### src/vctrl_pkg.sv
// Control register architecture of the vector control path.
// Sizes, special register numbers and reset values shared by the
// register file, the decoder and the element sequencer.

package vctrl_pkg;

    // ********************************************************
    // register file geometry
    // ********************************************************
    localparam int unsigned CTRL_WIDTH    = 32;   // control word width
    localparam int unsigned NUM_CTRL_REGS = 32;
    localparam int unsigned CTRL_ADDR_W   = 5;    // register number width

    // special registers kept in flops as well as in the RAM
    localparam logic [CTRL_ADDR_W-1:0] VL_REG   = 5'd0;
    localparam logic [CTRL_ADDR_W-1:0] MASK_REG = 5'd31;

    // ********************************************************
    // vector length and element indexing
    // ********************************************************
    localparam int unsigned MAX_VL     = 64;      // largest legal vl
    localparam int unsigned ELEM_IDX_W = 7;       // reaches MAX_VL itself
    localparam int unsigned MASK_IDX_W = $clog2(CTRL_WIDTH);  // bit select in mask

    // reset values
    localparam logic [ELEM_IDX_W-1:0] VL_RESET   = '0;
    localparam logic [CTRL_WIDTH-1:0] MASK_RESET = '1;  // all elements active

endpackage

### src/vinstr_pkg.sv
// Encoding of the control instructions accepted by the decoder.
// Holds the instruction width, field positions and the opcode type.

package vinstr_pkg;

    // ********************************************************
    // instruction word layout
    // ********************************************************
    localparam int unsigned INSTR_WIDTH = 32;

    // opcode in the top nibble
    localparam int unsigned OPCODE_MSB = 31;
    localparam int unsigned OPCODE_LSB = 28;

    // control register number in the low bits
    localparam int unsigned REG_MSB = 4;
    localparam int unsigned REG_LSB = 0;

    // ********************************************************
    // opcodes
    // ********************************************************
    // values not listed here decode as a nop
    typedef enum logic [3:0] {
        VOP_NOP    = 4'h0,  // no action
        VOP_MTC    = 4'h1,  // scalar operand -> control reg
        VOP_MFC    = 4'h2,  // control reg -> scalar result
        VOP_SETVL  = 4'h3,  // vl <= min(operand, MAX_VL)
        VOP_VSTART = 4'h4   // launch element sequence
    } vop_t;

endpackage

### src/dpram.sv
// Simple dual-port RAM for the control registers.
// One write port and one read port on a single clock. The read is
// registered and only updates when rd_en is high; a read of the address
// being written at the same edge returns the old contents.

`timescale 1ns/1ps

module dpram (
    input  logic                                clk,
    input  logic                                wr_en,
    input  logic [vctrl_pkg::CTRL_ADDR_W-1:0]   wr_addr,
    input  logic [vctrl_pkg::CTRL_WIDTH-1:0]    wr_data,
    input  logic                                rd_en,
    input  logic [vctrl_pkg::CTRL_ADDR_W-1:0]   rd_addr,
    output logic [vctrl_pkg::CTRL_WIDTH-1:0]    rd_data
);

    // storage, contents undefined until written
    logic [vctrl_pkg::CTRL_WIDTH-1:0] mem [vctrl_pkg::NUM_CTRL_REGS];

    // write port
    always_ff @(posedge clk) begin
        if (wr_en) begin
            mem[wr_addr] <= wr_data;
        end
    end

    // read port, samples mem before this edge's write lands
    always_ff @(posedge clk) begin
        if (rd_en) begin
            rd_data <= mem[rd_addr];          // old data on collision
        end
    end

endmodule

### src/vctrl_decoder.sv
// Control instruction decoder.
// Takes one instruction per cycle and turns it into registered write or
// read strobes for the control register file, or a start pulse for the
// element sequencer. All outputs appear the cycle after the instruction.

`timescale 1ns/1ps

module vctrl_decoder (
    input  logic                                   clk,
    input  logic                                   resetn,
    input  logic                                   instr_valid,
    input  logic [vinstr_pkg::INSTR_WIDTH-1:0]     instr,
    input  logic [vctrl_pkg::CTRL_WIDTH-1:0]       scalar_data,
    output logic                                   c_we,
    output logic [vctrl_pkg::CTRL_ADDR_W-1:0]      c_reg,
    output logic [vctrl_pkg::CTRL_WIDTH-1:0]       c_writedatain,
    output logic                                   a_en,
    output logic [vctrl_pkg::CTRL_ADDR_W-1:0]      a_reg,
    output logic                                   start
);

    // ********************************************************
    // field extraction
    // ********************************************************
    vinstr_pkg::vop_t                  opcode;
    logic [vctrl_pkg::CTRL_ADDR_W-1:0] reg_field;
    logic [vctrl_pkg::CTRL_WIDTH-1:0]  vl_clamped;

    assign opcode    = vinstr_pkg::vop_t'(instr[vinstr_pkg::OPCODE_MSB:vinstr_pkg::OPCODE_LSB]);
    assign reg_field = instr[vinstr_pkg::REG_MSB:vinstr_pkg::REG_LSB];

    // every write that lands in vl goes through this clamp, so the
    // sequencer can rely on vl never exceeding MAX_VL
    assign vl_clamped = (scalar_data > vctrl_pkg::CTRL_WIDTH'(vctrl_pkg::MAX_VL)) ?
                        vctrl_pkg::CTRL_WIDTH'(vctrl_pkg::MAX_VL) : scalar_data;

    // ********************************************************
    // registered actions
    // ********************************************************
    always_ff @(posedge clk) begin
        if (!resetn) begin
            c_we  <= 1'b0;
            a_en  <= 1'b0;
            start <= 1'b0;
        end else begin
            c_we  <= 1'b0;                    // strobes default low
            a_en  <= 1'b0;
            start <= 1'b0;
            if (instr_valid) begin
                case (opcode)
                    vinstr_pkg::VOP_MTC: begin
                        c_we <= 1'b1;
                    end
                    vinstr_pkg::VOP_MFC: begin
                        a_en <= 1'b1;
                    end
                    vinstr_pkg::VOP_SETVL: begin
                        c_we <= 1'b1;
                    end
                    vinstr_pkg::VOP_VSTART: begin
                        start <= 1'b1;
                    end
                    default: ;                // nop and unknown opcodes
                endcase
            end
        end
    end

    // payload, only meaningful under the strobes above
    always_ff @(posedge clk) begin
        if (instr_valid) begin
            a_reg <= reg_field;
            if (opcode == vinstr_pkg::VOP_SETVL) begin
                c_reg         <= vctrl_pkg::VL_REG;
                c_writedatain <= vl_clamped;
            end else begin
                c_reg         <= reg_field;
                c_writedatain <= (reg_field == vctrl_pkg::VL_REG) ? vl_clamped : scalar_data;
            end
        end
    end

endmodule

### src/vctrl_top.sv
// Top level of the vector control path.
// Connects the instruction decoder to the control register file and the
// element sequencer. Read results and the element stream leave as plain
// strobes with no back-pressure.

`timescale 1ns/1ps

module vctrl_top (
    input  logic                                clk,
    input  logic                                resetn,
    input  logic                                instr_valid,
    input  logic [vinstr_pkg::INSTR_WIDTH-1:0]  instr,
    input  logic [vctrl_pkg::CTRL_WIDTH-1:0]    scalar_data,
    output logic                                result_valid,
    output logic [vctrl_pkg::CTRL_WIDTH-1:0]    result_data,
    output logic                                elem_valid,
    output logic [vctrl_pkg::ELEM_IDX_W-1:0]    elem_idx,
    output logic                                elem_active,
    output logic                                busy
);

    // ********************************************************
    // internal wires
    // ********************************************************
    logic                                c_we;
    logic [vctrl_pkg::CTRL_ADDR_W-1:0]   c_reg;
    logic [vctrl_pkg::CTRL_WIDTH-1:0]    c_writedatain;
    logic                                a_en;
    logic [vctrl_pkg::CTRL_ADDR_W-1:0]   a_reg;
    logic                                start;
    logic [vctrl_pkg::ELEM_IDX_W-1:0]    vl;
    logic [vctrl_pkg::CTRL_WIDTH-1:0]    matmul_masks;

    // ********************************************************
    // instances
    // ********************************************************
    vctrl_decoder i_vctrl_decoder (
        .clk           (clk),
        .resetn        (resetn),
        .instr_valid   (instr_valid),
        .instr         (instr),
        .scalar_data   (scalar_data),
        .c_we          (c_we),
        .c_reg         (c_reg),
        .c_writedatain (c_writedatain),
        .a_en          (a_en),
        .a_reg         (a_reg),
        .start         (start)
    );

    vregfile_control i_vregfile_control (
        .clk           (clk),
        .resetn        (resetn),
        .a_reg         (a_reg),
        .a_en          (a_en),
        .c_reg         (c_reg),
        .c_writedatain (c_writedatain),
        .c_we          (c_we),
        .a_readdataout (result_data),     // registered read data
        .a_valid       (result_valid),
        .vl            (vl),
        .matmul_masks  (matmul_masks)
    );

    velem_sequencer i_velem_sequencer (
        .clk          (clk),
        .resetn       (resetn),
        .start        (start),
        .vl           (vl),
        .matmul_masks (matmul_masks),
        .elem_valid   (elem_valid),
        .elem_idx     (elem_idx),
        .elem_active  (elem_active),
        .busy         (busy)
    );

endmodule

### src/velem_sequencer.sv
// Vector element sequencer.
// A start pulse while idle latches vl and then walks elements 0 to vl-1,
// one per cycle. Each element is marked active from the mask bit at its
// index modulo the mask width; the mask is read live, not latched.
// Starts that arrive while a sequence runs are dropped.

`timescale 1ns/1ps

module velem_sequencer (
    input  logic                                clk,
    input  logic                                resetn,
    input  logic                                start,
    input  logic [vctrl_pkg::ELEM_IDX_W-1:0]    vl,
    input  logic [vctrl_pkg::CTRL_WIDTH-1:0]    matmul_masks,
    output logic                                elem_valid,
    output logic [vctrl_pkg::ELEM_IDX_W-1:0]    elem_idx,
    output logic                                elem_active,
    output logic                                busy
);

    logic [vctrl_pkg::ELEM_IDX_W-1:0] len;        // latched vl
    logic [vctrl_pkg::ELEM_IDX_W-1:0] next_idx;   // next element to emit

    // ********************************************************
    // sequence control
    // ********************************************************
    always_ff @(posedge clk) begin
        if (!resetn) begin
            busy       <= 1'b0;
            elem_valid <= 1'b0;
            next_idx   <= '0;
        end else if (!busy) begin
            elem_valid <= 1'b0;
            if (start) begin
                busy     <= 1'b1;
                next_idx <= '0;
            end
        end else if (next_idx == len) begin
            // last element, if any, has already gone out
            busy       <= 1'b0;
            elem_valid <= 1'b0;
        end else begin
            elem_valid <= 1'b1;
            next_idx   <= next_idx + 1'b1;
        end
    end

    // length and index payload
    always_ff @(posedge clk) begin
        if (!busy && start) begin
            len <= vl;
        end
        if (busy && (next_idx != len)) begin
            elem_idx <= next_idx;
        end
    end

    // ********************************************************
    // mask lookup
    // ********************************************************
    // live mask, so a mask write mid-sequence hits later elements
    assign elem_active = matmul_masks[elem_idx[vctrl_pkg::MASK_IDX_W-1:0]];

endmodule

### src/vregfile_control.sv
// Control register file of the vector control path.
// All control registers live in a dual-port RAM with read port a and
// write port c. vl and the element mask are also kept in flops so the
// sequencer sees them as levels without going through the RAM.
// a_valid marks the cycle that carries a_readdataout.

`timescale 1ns/1ps

module vregfile_control (
    input  logic                                clk,
    input  logic                                resetn,
    input  logic [vctrl_pkg::CTRL_ADDR_W-1:0]   a_reg,
    input  logic                                a_en,
    input  logic [vctrl_pkg::CTRL_ADDR_W-1:0]   c_reg,
    input  logic [vctrl_pkg::CTRL_WIDTH-1:0]    c_writedatain,
    input  logic                                c_we,
    output logic [vctrl_pkg::CTRL_WIDTH-1:0]    a_readdataout,
    output logic                                a_valid,
    output logic [vctrl_pkg::ELEM_IDX_W-1:0]    vl,
    output logic [vctrl_pkg::CTRL_WIDTH-1:0]    matmul_masks
);

    // ********************************************************
    // register storage
    // ********************************************************
    dpram i_dpram (
        .clk     (clk),
        .wr_en   (c_we),
        .wr_addr (c_reg),
        .wr_data (c_writedatain),
        .rd_en   (a_en),
        .rd_addr (a_reg),
        .rd_data (a_readdataout)
    );

    // read data comes one edge after a_en
    always_ff @(posedge clk) begin
        if (!resetn) begin
            a_valid <= 1'b0;
        end else begin
            a_valid <= a_en;
        end
    end

    // ********************************************************
    // special registers
    // ********************************************************
    always_ff @(posedge clk) begin
        if (!resetn) begin
            vl           <= vctrl_pkg::VL_RESET;
            matmul_masks <= vctrl_pkg::MASK_RESET;
        end else if (c_we) begin
            if (c_reg == vctrl_pkg::VL_REG) begin
                // decoder has already clamped to MAX_VL
                vl <= c_writedatain[vctrl_pkg::ELEM_IDX_W-1:0];
            end else if (c_reg == vctrl_pkg::MASK_REG) begin
                matmul_masks <= c_writedatain;
            end
        end
    end

endmodule
### config.mk
export PLATFORM = sky130hd
export DESIGN_NAME = vctrl_top
export DESIGN_NICKNAME = d
export VERILOG_FILES = /design/src/vctrl_pkg.sv /design/src/vinstr_pkg.sv /design/src/dpram.sv /design/src/vctrl_decoder.sv /design/src/vctrl_top.sv /design/src/velem_sequencer.sv /design/src/vregfile_control.sv
export SDC_FILE = /design/constraint.sdc
export NUM_CORES = 1
export LEC_CHECK = 0
export BUFFER_PORTS_ARGS = -buffer_cell sky130_fd_sc_hd__buf_2
export CAP_MARGIN = 20
export CORE_UTILIZATION = 52
export DETAILED_ROUTE_END_ITERATION = 10
export PLACE_DENSITY = 0.74
export SLEW_MARGIN = 20
export SYNTH_ARGS = -nofsm -noshare
export SYNTH_HDL_FRONTEND = slang
export SYNTH_SLANG_ARGS = --single-unit
### constraint.sdc
create_clock -name clk -period 3 [get_ports clk]
set_clock_uncertainty 0.05 [all_clocks]
set_input_delay 0 -clock clk [delete_from_list [all_inputs] [get_ports clk]]
set_output_delay 0 -clock clk [all_outputs]
set_load 0.01 [all_outputs]
# == Word-level counts from Yosys, hierarchy flattened ==
# Memories as Yosys holds them, arrays and structs flattened. A register that Yosys moved wholly into a read port is not among the register bits.
# Index checks and enable logic that the tools add are counted.
# Widths: inputs -> output; s select.
# totals
ff_bits,108
latch_bits,0
ramBits,1024
rom_bits,0
in_bits,67
mem_count,1
# memory_table
memory,depth,width,rd,rd_clocked_by_memory_dff,write_ports,line,source
i_vregfile_control.i_dpram.mem,32,32,1,1,1,dpram.sv:19,logic [vctrl_pkg::CTRL_WIDTH-1:0] mem [vctrl_pkg::NUM_CTRL_REGS];
# op_classes
addsub,1
n_mul,0
n_div,0
magnitude_cmp,2
n_eq_ne,8
n_shift,0
muxes,16
n_bitwise,1
reduce_logical,12
# op_table
cell,n
$mux 32,3
$gt 32x7->1 const B,1
$mux 7,3
$logic_not 5->1,2
$mux 1,9
$eq 4x2->1 const B,2
$reduce_and 2->1,4
$add 7x1->7 const B,1
$eq 7x7->1,1
$ne 7x7->1,1
$lt 5x6->1 const B,1
$bmux 1 s5,1
$eq 5x5->1 const B,1
$eq 4x1->1 const B,1
$eq 4x3->1 const B,1
$reduce_and 3->1,1
$logic_and 1x1->1,2
$ne 2x2->1 const B,1
$reduce_bool 2->1,1
$reduce_or 2->1,1
$logic_not 1->1,1
$not 1->1,1

# == Depth between registers and ports, before layout ==
# Gate-level depths: netlist of the first run.
# depth
ltp_word,4
depth_mapped,9
mapped_depth_nobuf,7

# == Cells and area by module ==
# From an unflattened synthesis of the first run, not the netlist that was laid out.
# unflattened
hier_cells,2632
area_unflattened_um2,45496.1
# by_module_without_submodules
module,n_inst,cells_each,area_per_inst_um2
dpram,1,2260,40805.4
vctrl_decoder,1,108,1770.4
vregfile_control,1,174,1739.2
velem_sequencer,1,90,1181.1

# == Least setup slack after synthesis of the first run ==
# Ideal clock, no wire load.
# synth_path
path_kind,flip-flop to flip-flop
from,register i_vctrl_decoder.c_reg[1] (netlist name)
to,"memory i_vregfile_control.i_dpram.mem[20][0] (netlist name), enable pin"
arrival_ns,2.410
t_required_ns,2.529
slack_ns,0.119
path_stages_with_launch,4
synth_period_minus_slack_ns,2.881
cell_sequence,edfxtp_1 -> or3b_2 -> clkbuf_1 -> nor2_1
# synth_rtl
item,line,source
"start, declared",vctrl_decoder.sv:15,"output logic [vctrl_pkg::CTRL_ADDR_W-1:0] c_reg,"
"start signal, assigned",vctrl_decoder.sv:74,c_reg <= vctrl_pkg::VL_REG;
"start signal, assigned",vctrl_decoder.sv:77,c_reg <= reg_field;
"end, declared",dpram.sv:19,
# Straight into the memory's write port.

# == Final worst setup path of the first run ==
# layout_path
from,register i_velem_sequencer.elem_idx[1] (netlist name)
to,output port elem_active
# layout_via
elab_chain_len,2
# layout_rtl
item,line,source
"start, declared",velem_sequencer.sv:16,"output logic [vctrl_pkg::ELEM_IDX_W-1:0] elem_idx,"
"start signal, assigned",velem_sequencer.sv:54,elem_idx <= next_idx;
$bmux 1 s5,velem_sequencer.sv:62,assign elem_active = matmul_masks[elem_idx[vctrl_pkg::MASK_IDX_W-1:0]];
$mux 1 (not written as such),velem_sequencer.sv:62,
"end, declared",vctrl_top.sv:18,"output logic elem_active,"
# Every way passes these cells. The select of a mux whose other input is x is not followed.

==> flow_metrics.tcl, run 1 <==
set metrics [dict create \
    cts_sinks 1164 \
    synth.avg_cell_area_um2 23.2 \
    cp-start-kind "flip-flop" \
    hold_path.class "in -> reg" \
    r2r_end "i_vregfile_control.i_dpram.rd_data[11]" \
    fin_hold_ws_ns 0.0748 \
    crit_start "i_velem_sequencer.elem_idx[1]" \
    wl_per_cell_um 31.3 \
    h-tree-depth 3 \
    final_cells 3392 \
    fin_util_pct 61.0 \
    min_period_over_period_pct 97.7 \
    vias 21271 \
    p_per_area_nw_per_um2 661 \
    rows 106 \
    ir_worst_vdd_v 0.000483 \
    dr.pass1.iters 5 \
    numCtsBuffers 107 \
    antennaDiodeCount 0 \
    synthesis.area_um2 44100 \
    fp.dieH_um 293 \
    critPathArrivalTime_ns 2.88 \
    clkTransAtPathRegs_ns 0.06 \
    hpwl_um 56400 \
    synth_nets 1973 \
    clock.fmax_mhz 341 \
    clock-root-buffer "clkbuf_16" \
    worst-r2r-cell-count 5 \
    worst-r2r-setup-slack_ns 0.32 \
    drtAntennaViolNets 0 \
    grt_max_degree 58 \
    initial_utilization_pct 52.6 \
    outcome "completed" \
    p_leak_nw 16.3 \
    synth-compound-area-share_pct 0.337 \
    min-delay-start "instr[1]" \
    grt_pass1_wl_um 153000 \
    antenna_found_initial 0 \
    syn_inst 1905 \
    dp.cells 3137 \
    synth_xor_area_share_pct 0.139 \
    period_minus_slack_ns 2.93 \
    synth-edff-count 1112 \
    critPathCapture "elem_active" \
    slew_headroom_pct 27.3 \
    largest_register "i_vregfile_control.i_dpram.mem" \
    place_congestion 0.807 \
    endpoint_kind "output port" \
    cts_tree "done" \
    grt_usage_pct 25.3 \
    ys.flop_type "edfxtp_1" \
    die_area_um2 86000 \
    synth_warnings 0 \
    die_width_um 293 \
    worstPathRequired_ns 2.95 \
    drc 0 \
    worst_slew_pin_slew_ns 1.09 \
    crit_type "reg -> out" \
    drtIter0Drc 2536 \
    area_growth_pct 15.8 \
    synthMuxAreaShare_pct 17.7 \
    synthDistinctLibCells 37 \
    ys_seq_area_share_pct 78.0 \
    synth-async-reset-ratio_pct 0 \
    grt_pass1_vias 22002 \
    num_io_pins 110 \
    largest_reg_flops 1024 \
    finalSetupViolCount 0 \
    synthAdderAreaFrac_pct 0.0284 \
    reg2reg_from "i_vctrl_decoder.a_reg[1]" \
    grt_overflow 0 \
    ys_seq_elements 1164 \
    final_area_um2 51100 \
    placed_cell_area_um2 47000 \
    slew_viol_final 0 \
    post_drt_via_cell_ratio 6.27 \
    clockBufferDepth 3 \
    drive_above_1_share_pct 33.9 \
    finalWirelength_um 106000 \
    synth_simple_gate_area_share_pct 2.73 \
    worst-path-max-fanout 8 \
    finalSetupTns_ns 0 \
    synth_top_family_by_area "multiplexers" \
    rsz0062_at_grt "no" \
    core_area_um2 83800 \
    drv_cap 0 \
    hold_violations 0 \
    clk_latency_ns 0.67 \
    io_buffers 86 \
    nets 2236 \
]
cells in the final DEF, fill, tap and decap left out, types with 5 or more instances in the layout:
cell	instances
nand3_1	49
clkinv_1	22
bufinv_16	13
nor2_1	7
dlygate4sd3_1	50
mux4_2	330
buf_2	86
buf_4	79
buf_12	31
edfxtp_1	1112
mux2_2	33
nor2_4	30
nand3b_1	6
clkbuf_1	17
clkbuf_16	110
xor2_1	7
and2_1	35
nor2b_1	6
clkinv_2	29
nand2_1	83
dfxtp_1	51
nor3_1	5
a21boi_0	7
nor4_1	7
timing repair:
| item | CTS | global route |
|---|---|---|
| endpoints found under the hold margin | 114 | 0 |
| setup buffers | 0 | 0 |
| hold buffers | 50 | 0 |
| endpoints found under the setup margin | 0 | 0 |
| gates resized for setup | 0 | 0 |
power by group:
group          switching [W]  internal, W
clock                0.00583      0.00787
sequential          0.000328       0.0180
combinational       0.000786     0.000927
area by class of cell:
cell class              instances  area (um^2)
clock inverters                70          694
inverters                       4         16.3
fillers                      5553        32700
repair buffers                252         2230
well taps                    1134         1420
multi-input cells             639         9460
flip-flops and latches       1164        34400
clock buffers                 129         2840
per-layer routing:
layer | global-route usage (%) | part of all wire (%) | up-vias
li1 | - | - | 8554
met1 | 34.5 | 37 | 11260
met2 | 40.8 | 49 | 1256
met3 | 5.81 | 11 | 201
met4 | 7.83 | 2.9 | 0
met5 | 0 | 0 | -
Yosys cell counts, types with 3 or more instances:
| cell | n | area [um^2] |
|---|---|---|
| a21boi_0 | 7 | 52.6 |
| a21oi_1 | 3 | 15.0 |
| and2_1 | 35 | 219 |
| and3_1 | 3 | 18.8 |
| buf_1 | 13 | 48.8 |
| buf_2 | 17 | 85.1 |
| buf_4 | 9 | 67.6 |
| buf_6 | 4 | 45.0 |
| clkbuf_1 | 55 | 206 |
| dfxtp_1 | 52 | 1040 |
| edfxtp_1 | 1112 | 33400 |
| inv_1 | 3 | 11.3 |
| mux2_2 | 33 | 372 |
| mux4_2 | 330 | 7430 |
| nand2_1 | 83 | 312 |
| nand3_1 | 49 | 245 |
| nand3b_1 | 6 | 45.0 |
| nor2_1 | 37 | 139 |
| nor2b_1 | 6 | 37.5 |
| nor3_1 | 5 | 25.0 |
| nor4_1 | 7 | 43.8 |
| o2111ai_1 | 3 | 26.3 |
| o211ai_1 | 3 | 22.5 |
| or2_2 | 3 | 18.8 |
| or3b_2 | 4 | 35.0 |
| or4_1 | 3 | 22.5 |
| xor2_1 | 7 | 61.3 |
through the flow:
step                power, W  setup slack [ns]
floorplan             0.0197             0.119
global placement      0.0203             0.383
detailed placement    0.0204             0.332
CTS                   0.0339            0.0522
global route          0.0346            0.0153
finish                0.0338            0.0678
cell families (layout without fill, tap and decap cells):
group | after synthesis | in the layout
compound gates | 21 | 21
xor+xnor | 7 | 7
fa+ha+maj | 1 | 1
buf+inv | 102 | 455
flops | 1164 | 1164
mux | 363 | 363
simple gates | 247 | 247
worst min path at each step:
stage	cells past startpoint	to	slack, ns
6_report	2	i_vctrl_decoder.a_reg[1]	0.07
5_1_grt	2	i_vctrl_decoder.a_reg[4]	0.07
4_1_cts	2	i_vctrl_decoder.a_reg[2]	0.03
3_5_place_dp	2	i_vctrl_decoder.start	0.14
3_3_place_gp	2	i_vctrl_decoder.start	0.13
2_1_floorplan	1	i_vctrl_decoder.start	0.03
critical path: stages, from the launching register on:
cell and delay, ns:
edfxtp_1 0.38, buf_4 0.26, mux4_2 0.56, mux4_2 0.47, mux2_2 0.35, buf_2 0.16
(Power assumes the default switching activity.)
==> run 2, diff against run 1 <==
RECOVER_POWER = 25   (was unset)
==> run 2 against run 1 <==
Effect of this change:
- the run now ends with max-capacitance violations, max-slew violations left
- sequential power about the same
- flip-flop and latch count unchanged
- design area is 0.23% lower
- first-iteration DRC count rose by 1.1%
- global-route usage stayed put
- clock power is essentially flat
- core utilization down 0.14 points
- largest cell class unchanged
- largest power group unchanged
- highest routed layer unchanged
==> flow_metrics.tcl, run 2 (same netlist as run 1, synthesis figures left out) <==
set metrics [dict create \
    outcome "finished with violations" \
    violations "max-capacitance violations, max-slew violations" \
    grt_max_degree 58 \
    drive_above_1_share_pct 31.6 \
    r2r_end "i_vregfile_control.i_dpram.rd_data[11]" \
    grt_pass1_vias 22002 \
    hold_depth 3 \
    die_area_um2 86000 \
    drtAntennaViolNets 0 \
    worst-r2r-setup-slack_ns 0.33 \
    fillers 5577 \
    rsz0062_at_grt "no" \
    met2_usage_pct 40.8 \
    slew_headroom_pct -4.92 \
    clock.fmax_mhz 342 \
    final_cells 3392 \
    layout_common_cells "edfxtp_1 (1112), mux4_2 (330), clkbuf_16 (110)" \
    antennaDiodeCount 0 \
    cts_resized 0 \
    use_met3_pct 5.81 \
    dr.pass1.iters 7 \
    holdBufCountCts 50 \
    min_to "i_vctrl_decoder.c_writedatain[0]" \
    crit_type "reg -> out" \
    cts_tree "done" \
    area_growth_pct 15.5 \
    place_congestion 0.807 \
    crit_start "i_velem_sequencer.elem_idx[2]" \
    finalSetupTns_ns 0 \
    crit_chain "mux4_2 -> mux4_2 -> mux2_2 -> buf_2" \
    num_io_pins 110 \
    grt_pass1_wl_um 153000 \
    critPathArrivalTime_ns 2.87 \
    h-tree-depth 3 \
    initial_utilization_pct 52.6 \
    cts_sinks 1164 \
    drc 0 \
    area.sequential_um2 34400 \
    period_minus_slack_ns 2.92 \
    clock-root-buffer "clkbuf_16" \
    rows 106 \
    hold_path.class "in -> reg" \
    hpwl_um 56400 \
    finalWirelength_um 106000 \
    dp.cells 3137 \
    wl_per_cell_um 31.3 \
    largest_register "i_vregfile_control.i_dpram.mem" \
    ir_worst_vdd_v 0.000483 \
    nets 2236 \
    worst-path-max-fanout 9 \
    min_period_over_period_pct 97.4 \
    layout_commonest_cell "edfxtp_1" \
    largest_reg_flops 1024 \
    p_per_area_nw_per_um2 663 \
    hold_violations 0 \
    p_total_w 0.0338 \
    vias 21337 \
    post_drt_via_cell_ratio 6.29 \
    numCtsBuffers 107 \
    cp_slowest_cell "edfxtp_1" \
    max_stage_delay_ns 0.77 \
    reg2reg_from "i_vctrl_decoder.a_reg[1]" \
    finalSetupViolCount 0 \
    postCtsSetupBuffers 0 \
    p_leak_nw 16.2 \
    core_area_um2 83800 \
    io_buffers 86 \
    fp.dieH_um 293 \
    multi_input_area_um2 9460 \
    grt_overflow 0 \
    min-delay-start "scalar_data[0]" \
    clk_latency_ns 0.68 \
    slew_viol_final 16 \
    endpoint_kind "output port" \
    cp-start-kind "flip-flop" \
    drtIter0Drc 2565 \
    gr-max-usage-layer "met2" \
    worst-r2r-cell-count 5 \
    use_met1_pct 34.5 \
    antenna_found_initial 0 \
    drv_cap 1 \
    clkTransAtPathRegs_ns 0.06 \
    grt_usage_pct 25.3 \
    worstPathRequired_ns 2.95 \
    clockBufferDepth 3 \
    path_common_cell "mux4_2" \
    die_width_um 293 \
    worst_slew_pin_slew_ns 1.57 \
]
-- run 2: area by class of cell --
type / count / area share [%]
timing repair buffer: 252 / 4.14
tap: 1134 / 2.78
clock inverter: 70 / 1.36
sequential: 1164 / 67.6
multi-input combinational: 639 / 18.6
clock buffer: 129 / 5.58
inverter: 4 / 0.0319
-- run 2: worst max-delay path, delay by kind of cell (launching register included) --
| kind | cells | cell delay (ns) |
|---|---|---|
| DFF | 1 | 0.77 |
| muxes | 3 | 1.25 |
| buffers and inverters | 1 | 0.16 |
-- run 2: metal layers --
| metal | vias up | share of wire (%) |
|---|---|---|
| met3 | 205 | 11 |
| li1 | 8544 | - |
| met4 | 0 | 3.0 |
| met2 | 1264 | 49 |
| met1 | 11324 | 37 |
| met5 | - | 0 |
-- run 2: where the power goes --
part | internal (W) | switching, W
Sequential | 0.0181 | 0.000326
Combinational | 0.000911 | 0.000786
Clock | 0.00786 | 0.00585
-- run 2: stage by stage --
stage	area (um^2)	util, %	hold slack [ns]	worst slack [ns]
2_1_floorplan	44100	-	0.0260	0.119
3_3_place_gp	47000	56.0	0.131	0.383
3_5_place_dp	47000	56.0	0.136	0.332
4_1_cts	51000	60.9	0.0286	0.0522
5_1_grt	51000	60.8	0.114	0.0107
6_report	51000	60.8	0.110	0.0785
-- run 2: worst max-delay path by stage --
stage / slack (ns) / depth (start not counted) / to
global route: 0.01 / 5 / elem_active
CTS: 0.05 / 4 / elem_active
floorplan: 0.12 / 3 / i_vregfile_control.i_dpram.mem[20][0]
detailed placement: 0.33 / 5 / i_vregfile_control.i_dpram.rd_data[11]
finish: 0.08 / 4 / elem_active
global placement: 0.38 / 5 / i_vregfile_control.i_dpram.rd_data[29]
